File: src/design/tomasulo_pkg.sv
`default_nettype none

package tomasulo_pkg;

    ////////////////////////////////////////////////////////////////////
    // sizes
    ////////////////////////////////////////////////////////////////////

    localparam int NUM_STATIONS = 4;
    localparam int ROB_DEPTH    = 8;
    localparam int TAG_W        = 3;
    localparam int XLEN         = 32;
    localparam int NUM_REGS     = 32;
    localparam int REG_ADDR_W   = 5;
    // shift amount taken from the low bits of operand b
    localparam int SHAMT_W      = $clog2(XLEN);

    ////////////////////////////////////////////////////////////////////
    // opcodes and bundles
    ////////////////////////////////////////////////////////////////////

    typedef enum logic [3:0] {
        ADD,
        SUB,
        AND,
        OR,
        XOR,
        SLL,
        SRL,
        SRA,
        SLT,
        SLTU
    } alu_op_e;

    // decoded word from the caller
    typedef struct packed {
        alu_op_e                 op;
        logic [REG_ADDR_W-1:0]   rd;
        logic [REG_ADDR_W-1:0]   rs1;
        logic [REG_ADDR_W-1:0]   rs2;
        logic                    use_imm;
        logic [XLEN-1:0]         imm;
    } issue_word_t;

    // tag is only meaningful while ready is low
    typedef struct packed {
        logic                    ready;
        logic [TAG_W-1:0]        tag;
        logic [XLEN-1:0]         data;
    } operand_t;

    typedef struct packed {
        alu_op_e                 op;
        operand_t                src_a;
        operand_t                src_b;
        logic [TAG_W-1:0]        dest_tag;
    } rs_entry_t;

    // common data bus beat and a station's result request
    typedef struct packed {
        logic                    valid;
        logic [TAG_W-1:0]        tag;
        logic [XLEN-1:0]         data;
    } cdb_t;

    typedef struct packed {
        logic [REG_ADDR_W-1:0]   rd;
        logic [XLEN-1:0]         data;
    } commit_t;

    // retire write back into the register file
    typedef struct packed {
        logic                    valid;
        logic [TAG_W-1:0]        tag;
        commit_t                 commit;
    } rf_write_t;

endpackage

`default_nettype wire

File: src/design/reorder_buffer.sv
`timescale 1ns/1ps
`default_nettype none

module reorder_buffer (
    input  wire logic                                         clk,
    input  wire logic                                         reset_i,
    input  wire logic                                         rob_alloc_i,
    input  wire logic [tomasulo_pkg::REG_ADDR_W-1:0]          alloc_rd_i,
    output logic                                              rob_full_o,
    output logic [tomasulo_pkg::TAG_W-1:0]                    rob_tail_o,
    input  wire logic [tomasulo_pkg::TAG_W-1:0]               query_tag_a_i,
    input  wire logic [tomasulo_pkg::TAG_W-1:0]               query_tag_b_i,
    output tomasulo_pkg::operand_t                            query_a_o,
    output tomasulo_pkg::operand_t                            query_b_o,
    input  wire tomasulo_pkg::cdb_t [tomasulo_pkg::NUM_STATIONS-1:0] req_i,
    output logic [tomasulo_pkg::NUM_STATIONS-1:0]             grant_o,
    output tomasulo_pkg::cdb_t                                cdb_o,
    output tomasulo_pkg::rf_write_t                           rf_write_o,
    output logic                                              commit_valid_o,
    output tomasulo_pkg::commit_t                             commit_o
);
    import tomasulo_pkg::*;

    logic [TAG_W-1:0]       head_q;
    logic [TAG_W-1:0]       tail_q;
    logic [TAG_W:0]         count_q;

    logic                   ready_q [ROB_DEPTH];
    logic [REG_ADDR_W-1:0]  rd_q    [ROB_DEPTH];
    logic [XLEN-1:0]        data_q  [ROB_DEPTH];

    logic                   commit_fire;

    function automatic logic [TAG_W-1:0] next_ptr(input logic [TAG_W-1:0] ptr);
        if (ptr == TAG_W'(ROB_DEPTH - 1)) begin
            return '0;
        end
        return ptr + 1'b1;
    endfunction

    assign rob_full_o = (count_q == (TAG_W + 1)'(ROB_DEPTH));
    assign rob_tail_o = tail_q;

    // operand lookup for renamed sources
    assign query_a_o = '{ready: ready_q[query_tag_a_i], tag: query_tag_a_i,
                         data: data_q[query_tag_a_i]};
    assign query_b_o = '{ready: ready_q[query_tag_b_i], tag: query_tag_b_i,
                         data: data_q[query_tag_b_i]};

    ////////////////////////////////////////////////////////////////////
    // data bus arbitration
    ////////////////////////////////////////////////////////////////////

    // fixed priority with the lowest station first
    always_comb begin
        grant_o = '0;
        cdb_o   = '0;
        for (int i = 0; i < NUM_STATIONS; i++) begin
            if (req_i[i].valid && grant_o == '0) begin
                grant_o[i] = 1'b1;
                cdb_o      = req_i[i];
            end
        end
    end

    ////////////////////////////////////////////////////////////////////
    // in-order retire
    ////////////////////////////////////////////////////////////////////

    assign commit_fire    = (count_q != '0) && ready_q[head_q];
    assign commit_valid_o = commit_fire;
    assign commit_o       = '{rd: rd_q[head_q], data: data_q[head_q]};
    assign rf_write_o     = '{valid: commit_fire, tag: head_q, commit: commit_o};

    always_ff @(posedge clk) begin
        if (reset_i) begin
            head_q  <= '0;
            tail_q  <= '0;
            count_q <= '0;
            for (int e = 0; e < ROB_DEPTH; e++) begin
                ready_q[e] <= 1'b0;
            end
        end else begin
            if (rob_alloc_i) begin
                ready_q[tail_q] <= 1'b0;
                tail_q          <= next_ptr(tail_q);
            end
            // result lands one edge after its broadcast
            if (cdb_o.valid) begin
                ready_q[cdb_o.tag] <= 1'b1;
            end
            if (commit_fire) begin
                head_q <= next_ptr(head_q);
            end
            count_q <= count_q + (TAG_W + 1)'(rob_alloc_i) - (TAG_W + 1)'(commit_fire);
        end
    end

    // entry payload
    always_ff @(posedge clk) begin
        if (rob_alloc_i) begin
            rd_q[tail_q] <= alloc_rd_i;
        end
        if (cdb_o.valid) begin
            data_q[cdb_o.tag] <= cdb_o.data;
        end
    end

    // each entry is broadcast once, while it is still waiting
    a_grant_onehot: assert property (@(posedge clk) disable iff (reset_i)
        $onehot0(grant_o) && (!cdb_o.valid || !ready_q[cdb_o.tag]))
        else $error("more than one station granted or result broadcast twice");

    a_alloc_not_full: assert property (@(posedge clk) disable iff (reset_i)
        rob_alloc_i |-> !rob_full_o)
        else $error("allocation into a full reorder buffer");

endmodule

`default_nettype wire

File: config.mk
export PLATFORM = sky130hd
export DESIGN_NAME = reorder_buffer
export DESIGN_NICKNAME = d
export VERILOG_FILES = /design/src/design/tomasulo_pkg.sv /design/src/design/reorder_buffer.sv
export SDC_FILE = /design/constraint.sdc
export NUM_CORES = 1
export LEC_CHECK = 0
export BUFFER_PORTS_ARGS = -buffer_cell sky130_fd_sc_hd__buf_2
export CAP_MARGIN = 20
export CORE_UTILIZATION = 30
export DETAILED_ROUTE_END_ITERATION = 8
export HOLD_SLACK_MARGIN = 0.06
export PLACE_DENSITY = 0.55
export SLEW_MARGIN = 10
export SYNTH_ARGS = -nofsm -noshare
export SYNTH_HDL_FRONTEND = slang
export SYNTH_SLANG_ARGS = --single-unit
File: constraint.sdc
create_clock -name clk -period 3.8 [get_ports clk]
set_clock_uncertainty 0.15 [all_clocks]
set_input_delay 0.19 -clock clk [delete_from_list [all_inputs] [get_ports clk]]
set_output_delay 0.19 -clock clk [all_outputs]
set_load 0.01 [all_outputs]
==> flow_metrics.py <==
metrics = {
    "synth": {
        "synth_cell_types": 47,
        "async_flop_share_pct": 0,
        "synth_ff_type": "edfxtp_1",
        "synth_area_leaders": "edfxtp_1 51%, mux4_2 27%, mux2_2 6.8%, a22oi_1 2.8%, dfxtp_1 2.4%",
        "ys_seq_area_share_pct": 53.37,
        "ys_ff_latch": 317,
        "yosysWarningCount": 0,
        "synth_top_area_share_pct": 50.96,
        "synth_edf_count": 296,
        "yosysTopAreaCell": "edfxtp_1",
        "syn_inst": 992,
        "syn-cell-area_um2": 17440,
        "postSynthAreaPerCell_um2": 17.58,
        "synthesis.nets": 1160,
    },
    "power": {
        "cellLeakagePower_nw": 7.236,
        "p_sw_share_pct": 28.12,
        "combPwrFrac_pct": 25.8,
        "internal_power_mw": 7.477,
        "p_clk_share_pct": 31.9,
        "power-per-cell-area_nw_per_um2": 485.0,
        "max-vdd-ir-drop_v": 0.0002805,
        "seq_power_share_pct": 42.2,
        "power_switching_mw": 2.925,
    },
    "sta": {
        "min_period_ps": 3127,
        "setup_viol": 0,
        "slew_violations": 0,
        "hold_slack_ps": 57.14,
        "fin_setup_tns_ps": 0,
        "hold_violations": 0,
        "timing.fmax_ghz": 0.3198,
        "rsz0062_at_grt": "false",
        "slew_headroom_pct": 27.33,
        "worstMarginPinSlew_ps": 1079,
        "period_share_pct": 82.30,
    },
    "cells_and_area": {
        "num_antenna_cells": 0,
        "area_delta_synth_final_pct": 22.96,
        "finalNetCount": 1507,
        "drive_above_1_share_pct": 58.05,
        "fillCellCount": 5337,
    },
    "critical_path": {
        "critPathCaptureType": "primary output",
        "worst-path-buf-inv": 6,
        "r2r_slack_ps": 1170,
        "arrival_ps": 2790,
        "path_cells": "buf_2 > or4b_4 > inv_2 > buf_4 > a22oi_1 > dlygate4sd3_1 > o21ai_0 > buf_2 > buf_2",
        "start_kind": "input port",
        "critPathSlowestCell": "or4b_4",
        "crit_path_max_fanout": 19,
        "r2r-end": "count_q[3]$_SDFF_PP0_",
        "reg2reg_depth": 10,
        "critPathTopFamily": "buffers and inverters",
        "startpoint": "req_i[71]",
        "timing.critical_path.to": "cdb_o[18]",
        "crit_top_cell": "buf_2",
        "crit_type": "in -> out",
        "max_stage_delay_ps": 630,
        "worstSetupPathDepth": 9,
        "required_ps": 3460,
    },
    "floorplanning": {
        "core-area_um2": 57590,
        "num_rows": 88,
        "start_util_pct": 30.29,
        "io_pins": 353,
        "die_w_um": 243.1,
        "dieArea_um2": 59110,
        "die_h_um": 243.1,
    },
    "placement": {
        "gp_congestion": 0.8144,
        "dpl.hpwl_mm": 35.06,
        "portBuffers": 352,
    },
    "cts": {
        "cts_root_buffer": "clkbuf_16",
        "clk_path_buf_depth": 3,
        "clock_sinks": 317,
        "ctsHtreeMaxLevel": 2,
        "cts_tree": "done",
        "ctsResizeCount": 0,
        "clk_latency_ps": 530,
        "numCtsBuffers": 37,
        "ctsHoldBuffers": 21,
        "path_clk_slew_ps": 60,
        "postCtsSetupBuffers": 0,
    },
    "global_routing": {
        "grt_pass1_vias": 11620,
        "grt_overflow": 0,
        "use_met2_pct": 31.68,
        "grt_start_max_net_pins": 68,
        "track_usage_pct": 17.62,
        "met3_usage_pct": 2.510,
        "grt_pass1_wl_mm": 76.53,
        "use_met1_pct": 22.24,
        "top_usage_layer": "met2",
        "antenna_found_initial": 4,
    },
    "route": {
        "vias_per_cell": 5.249,
        "via_count": 11185,
        "drtPass1Iterations": 5,
        "drc": 0,
        "first_iter_violations": 693,
        "routed_wl_mm": 52.74,
        "wl_per_cell_um": 24.75,
        "ant_nets": 0,
    },
    "min_path": {
        "min_path_type": "in -> reg",
    },
    "flow_run": {
        "cap_violations": 0,
    },
    "status": {
        "status": "complete, no violations",
    },
}
[metal layers]
metal / up-vias / routed length, um
met5: - / 51
met4: 8 / 849
met3: 56 / 2303
met2: 346 / 27690
met1: 5886 / 21850
li1: 4889 / -
[worst min path at each step]
stage,depth (start not counted),startpoint,to,slack (ps)
4_1_cts,4,req_i[91],data_q[1][19]$_DFFE_PP_,60
3_5_place_dp,1,alloc_rd_i[0],rd_q[7][0]$_DFFE_PP_,320
2_1_floorplan,0,alloc_rd_i[0],rd_q[0][0]$_DFFE_PP_,140
5_1_grt,4,req_i[28],data_q[1][28]$_DFFE_PP_,70
3_3_place_gp,1,alloc_rd_i[0],rd_q[5][0]$_DFFE_PP_,310
6_report,4,req_i[28],data_q[3][28]$_DFFE_PP_,60
[cell usage after synthesis (2+ instances only)]
master	n
edfxtp_1	296
mux4_2	206
mux2_2	106
a22oi_1	64
clkbuf_1	49
buf_4	47
o21ai_0	35
buf_2	24
dfxtp_1	21
nor2_1	21
nand2b_1	13
a21oi_1	9
ha_1	9
nor2b_1	9
buf_1	8
mux2i_1	8
nor3b_1	8
inv_1	7
nand2_1	7
nor3_1	5
nand3b_1	4
o32ai_1	4
a21o_1	3
a221oi_1	2
and2_1	2
mux2_1	2
o22ai_1	2
o31a_1	2
[per-stage QoR]
stage	utilization (%)	instances	power [mW]	cell area (um^2)	setup WS (ps)
floorplan	-	992	6.288	17440	540.1
global placement	34.72	2029	7.149	19990	662.7
detailed placement	34.73	2030	7.176	20000	647.6
CTS	37.07	2117	10.55	21350	597.2
global route	37.24	2131	10.88	21450	510.1
finish	37.24	2131	10.40	21450	672.6
[flip-flops by register name, indices dropped and copies added, names as in the netlist, named ones only]
register / count
head_q: 3
data_q: 256
rob_tail_o: 3
ready_q: 8
rd_q: 40
count_q: 4
[cell families after synthesis]
kind of cell	Yosys count	share of synthesized area (%)
buffers and inverters	136	4.111
AND/OR/NAND/NOR	77	2.590
flip-flops	317	53.37
adder cells (fa/ha/maj)	10	0.7604
XOR/XNOR	2	0.1004
AO/OA/AOI/OAI	128	5.036
multiplexers	322	34.03
[tightest hold or removal path: stages]
cell and delay [ps]:
buf_2 80, a22oi_1 70, o21ai_0 70, clkbuf_4 200
[power by group through the flow]
stage / Combinational, mW / Sequential (mW) / Clock (mW)
2_1_floorplan: 1.91 / 4.38 / 0
3_3_place_gp: 2.70 / 4.45 / 0
3_5_place_dp: 2.71 / 4.47 / 0
4_1_cts: 2.73 / 4.40 / 3.42
5_1_grt: 2.89 / 4.44 / 3.54
6_report: 2.68 / 4.39 / 3.32
[cells in the final DEF (no fill, tap or decap), drive strengths merged, types with 3 or more instances in the layout]
master	n
buf	407
edfxtp	296
mux4	206
mux2	108
a22oi	64
clkbuf	48
o21ai	35
dlygate4sd3	25
dfxtp	21
nor2	21
clkinv	16
nand2b	13
ha	9
nor2b	9
inv	9
a21oi	9
mux2i	8
nor3b	8
nand2	7
nor3	5
o32ai	5
nand3b	4
clkinvlp	4
a21o	3
[cell type report]
cell class	count	area (um^2)	share of cell area, %
inverter	8	30.03	0.1400
clock buffer	44	994.7	4.638
clock inverter	22	145.1	0.6768
timing repair buffer	436	2510	11.70
sequential	317	9318	43.45
tap	765	957.2	4.463
multi-input combinational	539	7491	34.93
(Power assumes the default switching activity.)
