[config.mk]
export PLATFORM = sky130hd
export DESIGN_NAME = issue_unit
export DESIGN_NICKNAME = d
export VERILOG_FILES = /design/src/design/tomasulo_pkg.sv /design/src/design/issue_unit.sv
export SDC_FILE = /design/constraint.sdc
export NUM_CORES = 2
export LEC_CHECK = 0
export BUFFER_PORTS_ARGS = -buffer_cell sky130_fd_sc_hd__buf_2
export CAP_MARGIN = 20
export CORE_AREA = 2 2 404 406
export CTS_CLUSTER_SIZE = 16
export DETAILED_ROUTE_END_ITERATION = 8
export DIE_AREA = 0 0 406 408
export PLACE_DENSITY = 0.66
export SETUP_SLACK_MARGIN = 0.3
export SKIP_LAST_GASP = 1
export SLEW_MARGIN = 40
export SYNTH_ARGS = -nofsm -noshare
export SYNTH_HDL_FRONTEND = slang
export SYNTH_SLANG_ARGS = --single-unit
[constraint.sdc]
create_clock -name clk -period 4.7 [get_ports clk]
set_input_delay 0.47 -clock clk [delete_from_list [all_inputs] [get_ports clk]]
set_output_delay 0.47 -clock clk [all_outputs]
set_load 0.02 [all_outputs]
[src/design/tomasulo_pkg.sv]
`default_nettype none

package tomasulo_pkg;

    ////////////////////////////////////////////////////////////////////
    // sizes
    ////////////////////////////////////////////////////////////////////

    localparam int NUM_STATIONS = 4;
    localparam int ROB_DEPTH    = 8;
    localparam int TAG_W        = 3;
    localparam int XLEN         = 32;
    localparam int NUM_REGS     = 32;
    localparam int REG_ADDR_W   = 5;
    // shift amount taken from the low bits of operand b
    localparam int SHAMT_W      = $clog2(XLEN);

    ////////////////////////////////////////////////////////////////////
    // opcodes and bundles
    ////////////////////////////////////////////////////////////////////

    typedef enum logic [3:0] {
        ADD,
        SUB,
        AND,
        OR,
        XOR,
        SLL,
        SRL,
        SRA,
        SLT,
        SLTU
    } alu_op_e;

    // decoded word from the caller
    typedef struct packed {
        alu_op_e                 op;
        logic [REG_ADDR_W-1:0]   rd;
        logic [REG_ADDR_W-1:0]   rs1;
        logic [REG_ADDR_W-1:0]   rs2;
        logic                    use_imm;
        logic [XLEN-1:0]         imm;
    } issue_word_t;

    // tag is only meaningful while ready is low
    typedef struct packed {
        logic                    ready;
        logic [TAG_W-1:0]        tag;
        logic [XLEN-1:0]         data;
    } operand_t;

    typedef struct packed {
        alu_op_e                 op;
        operand_t                src_a;
        operand_t                src_b;
        logic [TAG_W-1:0]        dest_tag;
    } rs_entry_t;

    // common data bus beat and a station's result request
    typedef struct packed {
        logic                    valid;
        logic [TAG_W-1:0]        tag;
        logic [XLEN-1:0]         data;
    } cdb_t;

    typedef struct packed {
        logic [REG_ADDR_W-1:0]   rd;
        logic [XLEN-1:0]         data;
    } commit_t;

    // retire write back into the register file
    typedef struct packed {
        logic                    valid;
        logic [TAG_W-1:0]        tag;
        commit_t                 commit;
    } rf_write_t;

endpackage

`default_nettype wire

[src/design/issue_unit.sv]
`timescale 1ns/1ps
`default_nettype none

module issue_unit (
    input  wire logic                                   clk,
    input  wire logic                                   reset_i,
    input  wire tomasulo_pkg::issue_word_t              instr_i,
    input  wire logic                                   issue_i,
    output logic                                        stall_o,
    input  wire logic [tomasulo_pkg::NUM_STATIONS-1:0]  station_busy_i,
    output logic [tomasulo_pkg::NUM_STATIONS-1:0]       station_load_o,
    output tomasulo_pkg::rs_entry_t                     entry_o,
    input  wire logic                                   rob_full_i,
    input  wire logic [tomasulo_pkg::TAG_W-1:0]         rob_tail_i,
    output logic                                        rob_alloc_o,
    output logic [tomasulo_pkg::REG_ADDR_W-1:0]         alloc_rd_o,
    output logic [tomasulo_pkg::TAG_W-1:0]              query_tag_a_o,
    output logic [tomasulo_pkg::TAG_W-1:0]              query_tag_b_o,
    input  wire tomasulo_pkg::operand_t                 query_a_i,
    input  wire tomasulo_pkg::operand_t                 query_b_i,
    input  wire tomasulo_pkg::cdb_t                     cdb_i,
    input  wire tomasulo_pkg::rf_write_t                rf_write_i
);
    import tomasulo_pkg::*;

    logic [XLEN-1:0]   rf_data_q [NUM_REGS];
    logic              rf_busy_q [NUM_REGS];
    logic [TAG_W-1:0]  rf_tag_q  [NUM_REGS];

    logic [NUM_STATIONS-1:0] free_onehot;
    logic                    accept;

    // data bus first, then the reorder buffer, else wait on the tag
    function automatic operand_t resolve(
        input logic [REG_ADDR_W-1:0] idx,
        input logic                  busy,
        input logic [TAG_W-1:0]      tag,
        input logic [XLEN-1:0]       value,
        input operand_t              rob_q,
        input cdb_t                  bus
    );
        operand_t opnd;
        opnd = '{ready: 1'b1, tag: '0, data: value};
        if (idx == '0) begin
            opnd.data = '0;
        end else if (busy) begin
            opnd.tag = tag;
            if (bus.valid && bus.tag == tag) begin
                opnd.data = bus.data;
            end else if (rob_q.ready) begin
                opnd.data = rob_q.data;
            end else begin
                opnd.ready = 1'b0;
            end
        end
        return opnd;
    endfunction

    ////////////////////////////////////////////////////////////////////
    // station select and handshake
    ////////////////////////////////////////////////////////////////////

    // lowest free station
    always_comb begin
        free_onehot = '0;
        for (int i = 0; i < NUM_STATIONS; i++) begin
            if (!station_busy_i[i] && free_onehot == '0) begin
                free_onehot[i] = 1'b1;
            end
        end
    end

    assign stall_o        = (free_onehot == '0) || rob_full_i;
    assign accept         = issue_i && !stall_o;
    assign station_load_o = accept ? free_onehot : '0;
    assign rob_alloc_o    = accept;
    assign alloc_rd_o     = instr_i.rd;

    assign query_tag_a_o = rf_tag_q[instr_i.rs1];
    assign query_tag_b_o = rf_tag_q[instr_i.rs2];

    always_comb begin
        entry_o.op       = instr_i.op;
        entry_o.dest_tag = rob_tail_i;
        entry_o.src_a    = resolve(instr_i.rs1, rf_busy_q[instr_i.rs1], rf_tag_q[instr_i.rs1],
                                   rf_data_q[instr_i.rs1], query_a_i, cdb_i);
        if (instr_i.use_imm) begin
            entry_o.src_b = '{ready: 1'b1, tag: '0, data: instr_i.imm};
        end else begin
            entry_o.src_b = resolve(instr_i.rs2, rf_busy_q[instr_i.rs2],
                                    rf_tag_q[instr_i.rs2], rf_data_q[instr_i.rs2],
                                    query_b_i, cdb_i);
        end
    end

    ////////////////////////////////////////////////////////////////////
    // register file with rename tags
    ////////////////////////////////////////////////////////////////////

    always_ff @(posedge clk) begin
        if (reset_i) begin
            for (int r = 0; r < NUM_REGS; r++) begin
                rf_busy_q[r] <= 1'b0;
                rf_tag_q[r]  <= '0;
                rf_data_q[r] <= '0;
            end
        end else begin
            // retire write clears the tag only for its own producer
            if (rf_write_i.valid && rf_write_i.commit.rd != '0) begin
                rf_data_q[rf_write_i.commit.rd] <= rf_write_i.commit.data;
                if (rf_tag_q[rf_write_i.commit.rd] == rf_write_i.tag) begin
                    rf_busy_q[rf_write_i.commit.rd] <= 1'b0;
                end
            end
            // a new rename wins over a same-cycle retire
            if (accept && instr_i.rd != '0) begin
                rf_busy_q[instr_i.rd] <= 1'b1;
                rf_tag_q[instr_i.rd]  <= rob_tail_i;
            end
        end
    end

    // the chosen station must report busy from the next cycle
    a_load_onehot: assert property (@(posedge clk) disable iff (reset_i)
        station_load_o != '0 |-> !stall_o && $onehot(station_load_o)
            ##1 (station_busy_i & $past(station_load_o)) != '0)
        else $error("station load while stalled, not one-hot or not taken");

endmodule

`default_nettype wire

==> results_dict.tcl <==
set metrics [dict create \
    cellPowerDensity_nw_per_um2 343 \
    synth_seq_cells 1152 \
    drt_pass1_iterations 5 \
    rows 148 \
    gr-usage-all-layers_pct 26.9 \
    edff_count_synth 1120 \
    maximum_root_to_sink_buffer_count 3 \
    hold_path_class "in2reg" \
    final_common_cell "edfxtp_1" \
    dieHeight_um 408 \
    antenna_violating_nets_post_route 0 \
    synth_compound_area_share_pct 2.85 \
    outcome "completed" \
    rsz0062_at_grt "yes" \
    synth_top_family_by_area "multiplexers" \
    finish.utilization_pct 45.4 \
    timing.critical_path.from_type "flop" \
    critical_path.max_fanout 16 \
    setup_viol 0 \
    post-route-min-period_ns 4.35 \
    timing.final.hold_violations 0 \
    worstRegToRegCells 9 \
    start_util_pct 39.8 \
    antenna_found_initial 41 \
    drc 0 \
    design.portCount 308 \
    timing.final.max_slew_violations 0 \
    final_layout_size_suffix_gt1_share_pct 33.8 \
    timing.hold.worst_endpoint "rf_busy_q[0]" \
    average_detailed_routed_wire_length_per_instance_um 34.3 \
    first_global_vias 41400 \
    yosys-mux-area-fraction_pct 27.1 \
    drt_wl_total_mm 227 \
    finalPower_mw 25.2 \
    final_min_period_over_clock_period_pct 92.5 \
    clock_slew_at_the_register_clock_pins_of_the_worst_setup_and_hold_paths_ns 0.06 \
    overflow 0 \
    reg2reg_slack_ns 1.81 \
    dpl.hpwl_mm 132 \
    worst-endpoint-required_ns 4.23 \
    criticalPathCategory "reg2out" \
    synthDistinctLibCells 65 \
    timing.max_cap.violations 0 \
    grt_pass1_wl_mm 312 \
    mean_area_per_synthesized_cell_sq_um 15.5 \
    cts_sinks 1152 \
    drt_iter0_markers 7078 \
    finClkSkew_ns 0.0168 \
    max_freq_mhz 230 \
    nNetsFinal 4533 \
    timing.slew.headroom_pct 39.1 \
    cts-htree-levels 3 \
    async_reset_ff_share_pct 0 \
    final_cell_mix "edfxtp_1, and2_1, mux4_2, buf_2, buf_4" \
    dieArea_sq_um 166000 \
    whs_path_depth 2 \
    ys_warn_count 0 \
    reg2reg_capture_point "rf_busy_q[18]" \
    synth-xor-area-share_pct 0.134 \
    portBuffers 293 \
    core_sq_um 162000 \
    worstReg2RegStart "rf_tag_q[30][2]" \
    grt_start_max_net_pins 114 \
    data_arrival_time_of_the_worst_path_ns 3.88 \
    tritoncts_clock_tree "yes" \
    share_of_synthesized_cell_area_in_full_adder_half_adder_and_majority_cells_pct 0 \
    clk_root_buffer_cell "clkbuf_16" \
    cts-buffers-inserted 119 \
    syn_inst 4145 \
    post_synth_and_or_nand_nor_area_fraction_pct 13.2 \
    hold_start "reset_i" \
    synthToLayoutAreaGrowth_pct 14.1 \
    cts.hold.buffers_added 0 \
    tightest_slew_ns 0.914 \
    synthesis.area_sq_um 64300 \
    viasPerCell 6.44 \
    crit_path_end_kind "output pin" \
    dominantRegCellSynth "edfxtp_1" \
    power.leakage_nw 25.8 \
    peakVddDrop_mv 0.309 \
    die_w_um 406 \
    routed-via-count 42600 \
    gp_routability_congestion 0.914 \
    clock_insertion_delay_worst_skew_ns 0.75 \
    synth-seq-area-share_pct 53.3 \
]
[state kept, by name (all words and copies together) (netlist names)]
| signal | count |
|---|---|
| rf_data_q | 1024 |
| rf_tag_q | 96 |
| rf_busy_q | 32 |
[worst max-delay path, stage by stage (launching register included)]
cell and delay [ns]:
edfxtp_1 0.47, mux4_2 0.49, a22o_1 0.25, a211oi_2 0.23, a31o_4 0.21, xor2_4 0.21
buf_4 0.18, and3_4 0.50, a32o_1 0.30, a221o_1 0.12, buf_2 0.16
[report_power, final]
group / switching [mW] / total (mW) / leakage [nW] / internal, mW
logic: 2.22 / 3.89 / 13.0 / 1.67
clock network: 4.13 / 9.23 / 1.81 / 5.09
registers: 0.278 / 12.1 / 10.9 / 11.8
[stage by stage]
step / cells / setup TNS [ns] / setup WS, ns / instance area, sq um / hold WS, ns
finish: 6614 / 0 / 0.353 / 73400 / 0.209
floorplan: 4179 / -1.63 / -0.0145 / 64400 / 0.445
global placement: 6350 / 0 / 0.215 / 69000 / 0.468
CTS: 6589 / 0 / 0.311 / 73100 / 0.175
global route: 6601 / 0 / 0.294 / 73400 / 0.194
detailed placement: 6355 / 0 / 0.243 / 69100 / 0.465
[area by class of cell]
| class | count | area [sq um] |
|---|---|---|
| Antenna cell | 18 | 45.0 |
| Clock buffer | 157 | 3190 |
| Clock inverter | 64 | 514 |
| Fill cell | 13900 | 88300 |
| Inverter | 13 | 51.3 |
| Multi-Input combinational cell | 2532 | 28800 |
| Sequential cell | 1152 | 34300 |
| Tap cell | 2175 | 2720 |
| Timing Repair Buffer | 503 | 3770 |
[cells in the mapped netlist (8+ instances only)]
master | count | share of area, %
nand4_1 | 8 | 0.078
dfxtp_1 | 32 | 1.0
mux2i_1 | 121 | 1.9
nor2_1 | 85 | 0.50
a221oi_1 | 30 | 0.41
o21ai_0 | 33 | 0.26
and2_1 | 1006 | 9.8
nand3_1 | 29 | 0.23
a221o_1 | 33 | 0.51
and3_1 | 120 | 1.2
a32o_1 | 45 | 0.70
a22oi_1 | 21 | 0.25
inv_1 | 11 | 0.064
nand2b_1 | 35 | 0.34
mux4_1 | 8 | 0.33
nor3_1 | 9 | 0.070
edfxtp_1 | 1120 | 52
mux4_2 | 706 | 25
or2_2 | 8 | 0.078
clkbuf_1 | 331 | 1.9
buf_6 | 13 | 0.23
nand2_1 | 76 | 0.44
buf_4 | 22 | 0.26
nor3b_1 | 10 | 0.12
buf_2 | 88 | 0.68
nor2b_1 | 10 | 0.097
o211ai_1 | 9 | 0.11
buf_1 | 32 | 0.19
[per-layer routing]
| metal | track usage (%) | vias to the layer above | wire length [um] |
|---|---|---|---|
| met1 | 35.7 | 22000 | 80200 |
| li1 | - | 16600 | - |
| met5 | 0 | - | 123 |
| met3 | 7.91 | 569 | 32500 |
| met4 | 11.3 | 18 | 10500 |
| met2 | 41.2 | 3295 | 103000 |
[kinds of logic (layout without fill, tap and decap cells)]
family                    Yosys count  in the layout
AOI/OAI and AO/OA                 218            221
xor gates and xnor gates            9              9
buffers and inverters             499            737
DFF                              1152           1152
muxes                             847            847
other                               1             53
and+or+nand+nor                  1419           1420
[worst max path at each step]
stage	endpoint	startpoint	slack (ns)
3_3_place_gp	entry_o[15]	instr_i[33]	0.22
4_1_cts	entry_o[11]	rf_tag_q[30][2]	0.31
5_1_grt	entry_o[43]	rf_tag_q[30][1]	0.29
6_report	entry_o[13]	rf_tag_q[26][2]	0.35
2_1_floorplan	rf_data_q[29][0]	rf_write_i[32]	-0.01
3_5_place_dp	entry_o[29]	instr_i[33]	0.24
[what timing repair did]
item / in CTS / in global routing
cloned: 6 / 2
buffers inserted: 7 / 4
gates resized for setup: 18 / 24
setup endpoints to repair: 64 / 36
pin swaps: 6 / 9
Power figures use the tool's default switching activity.
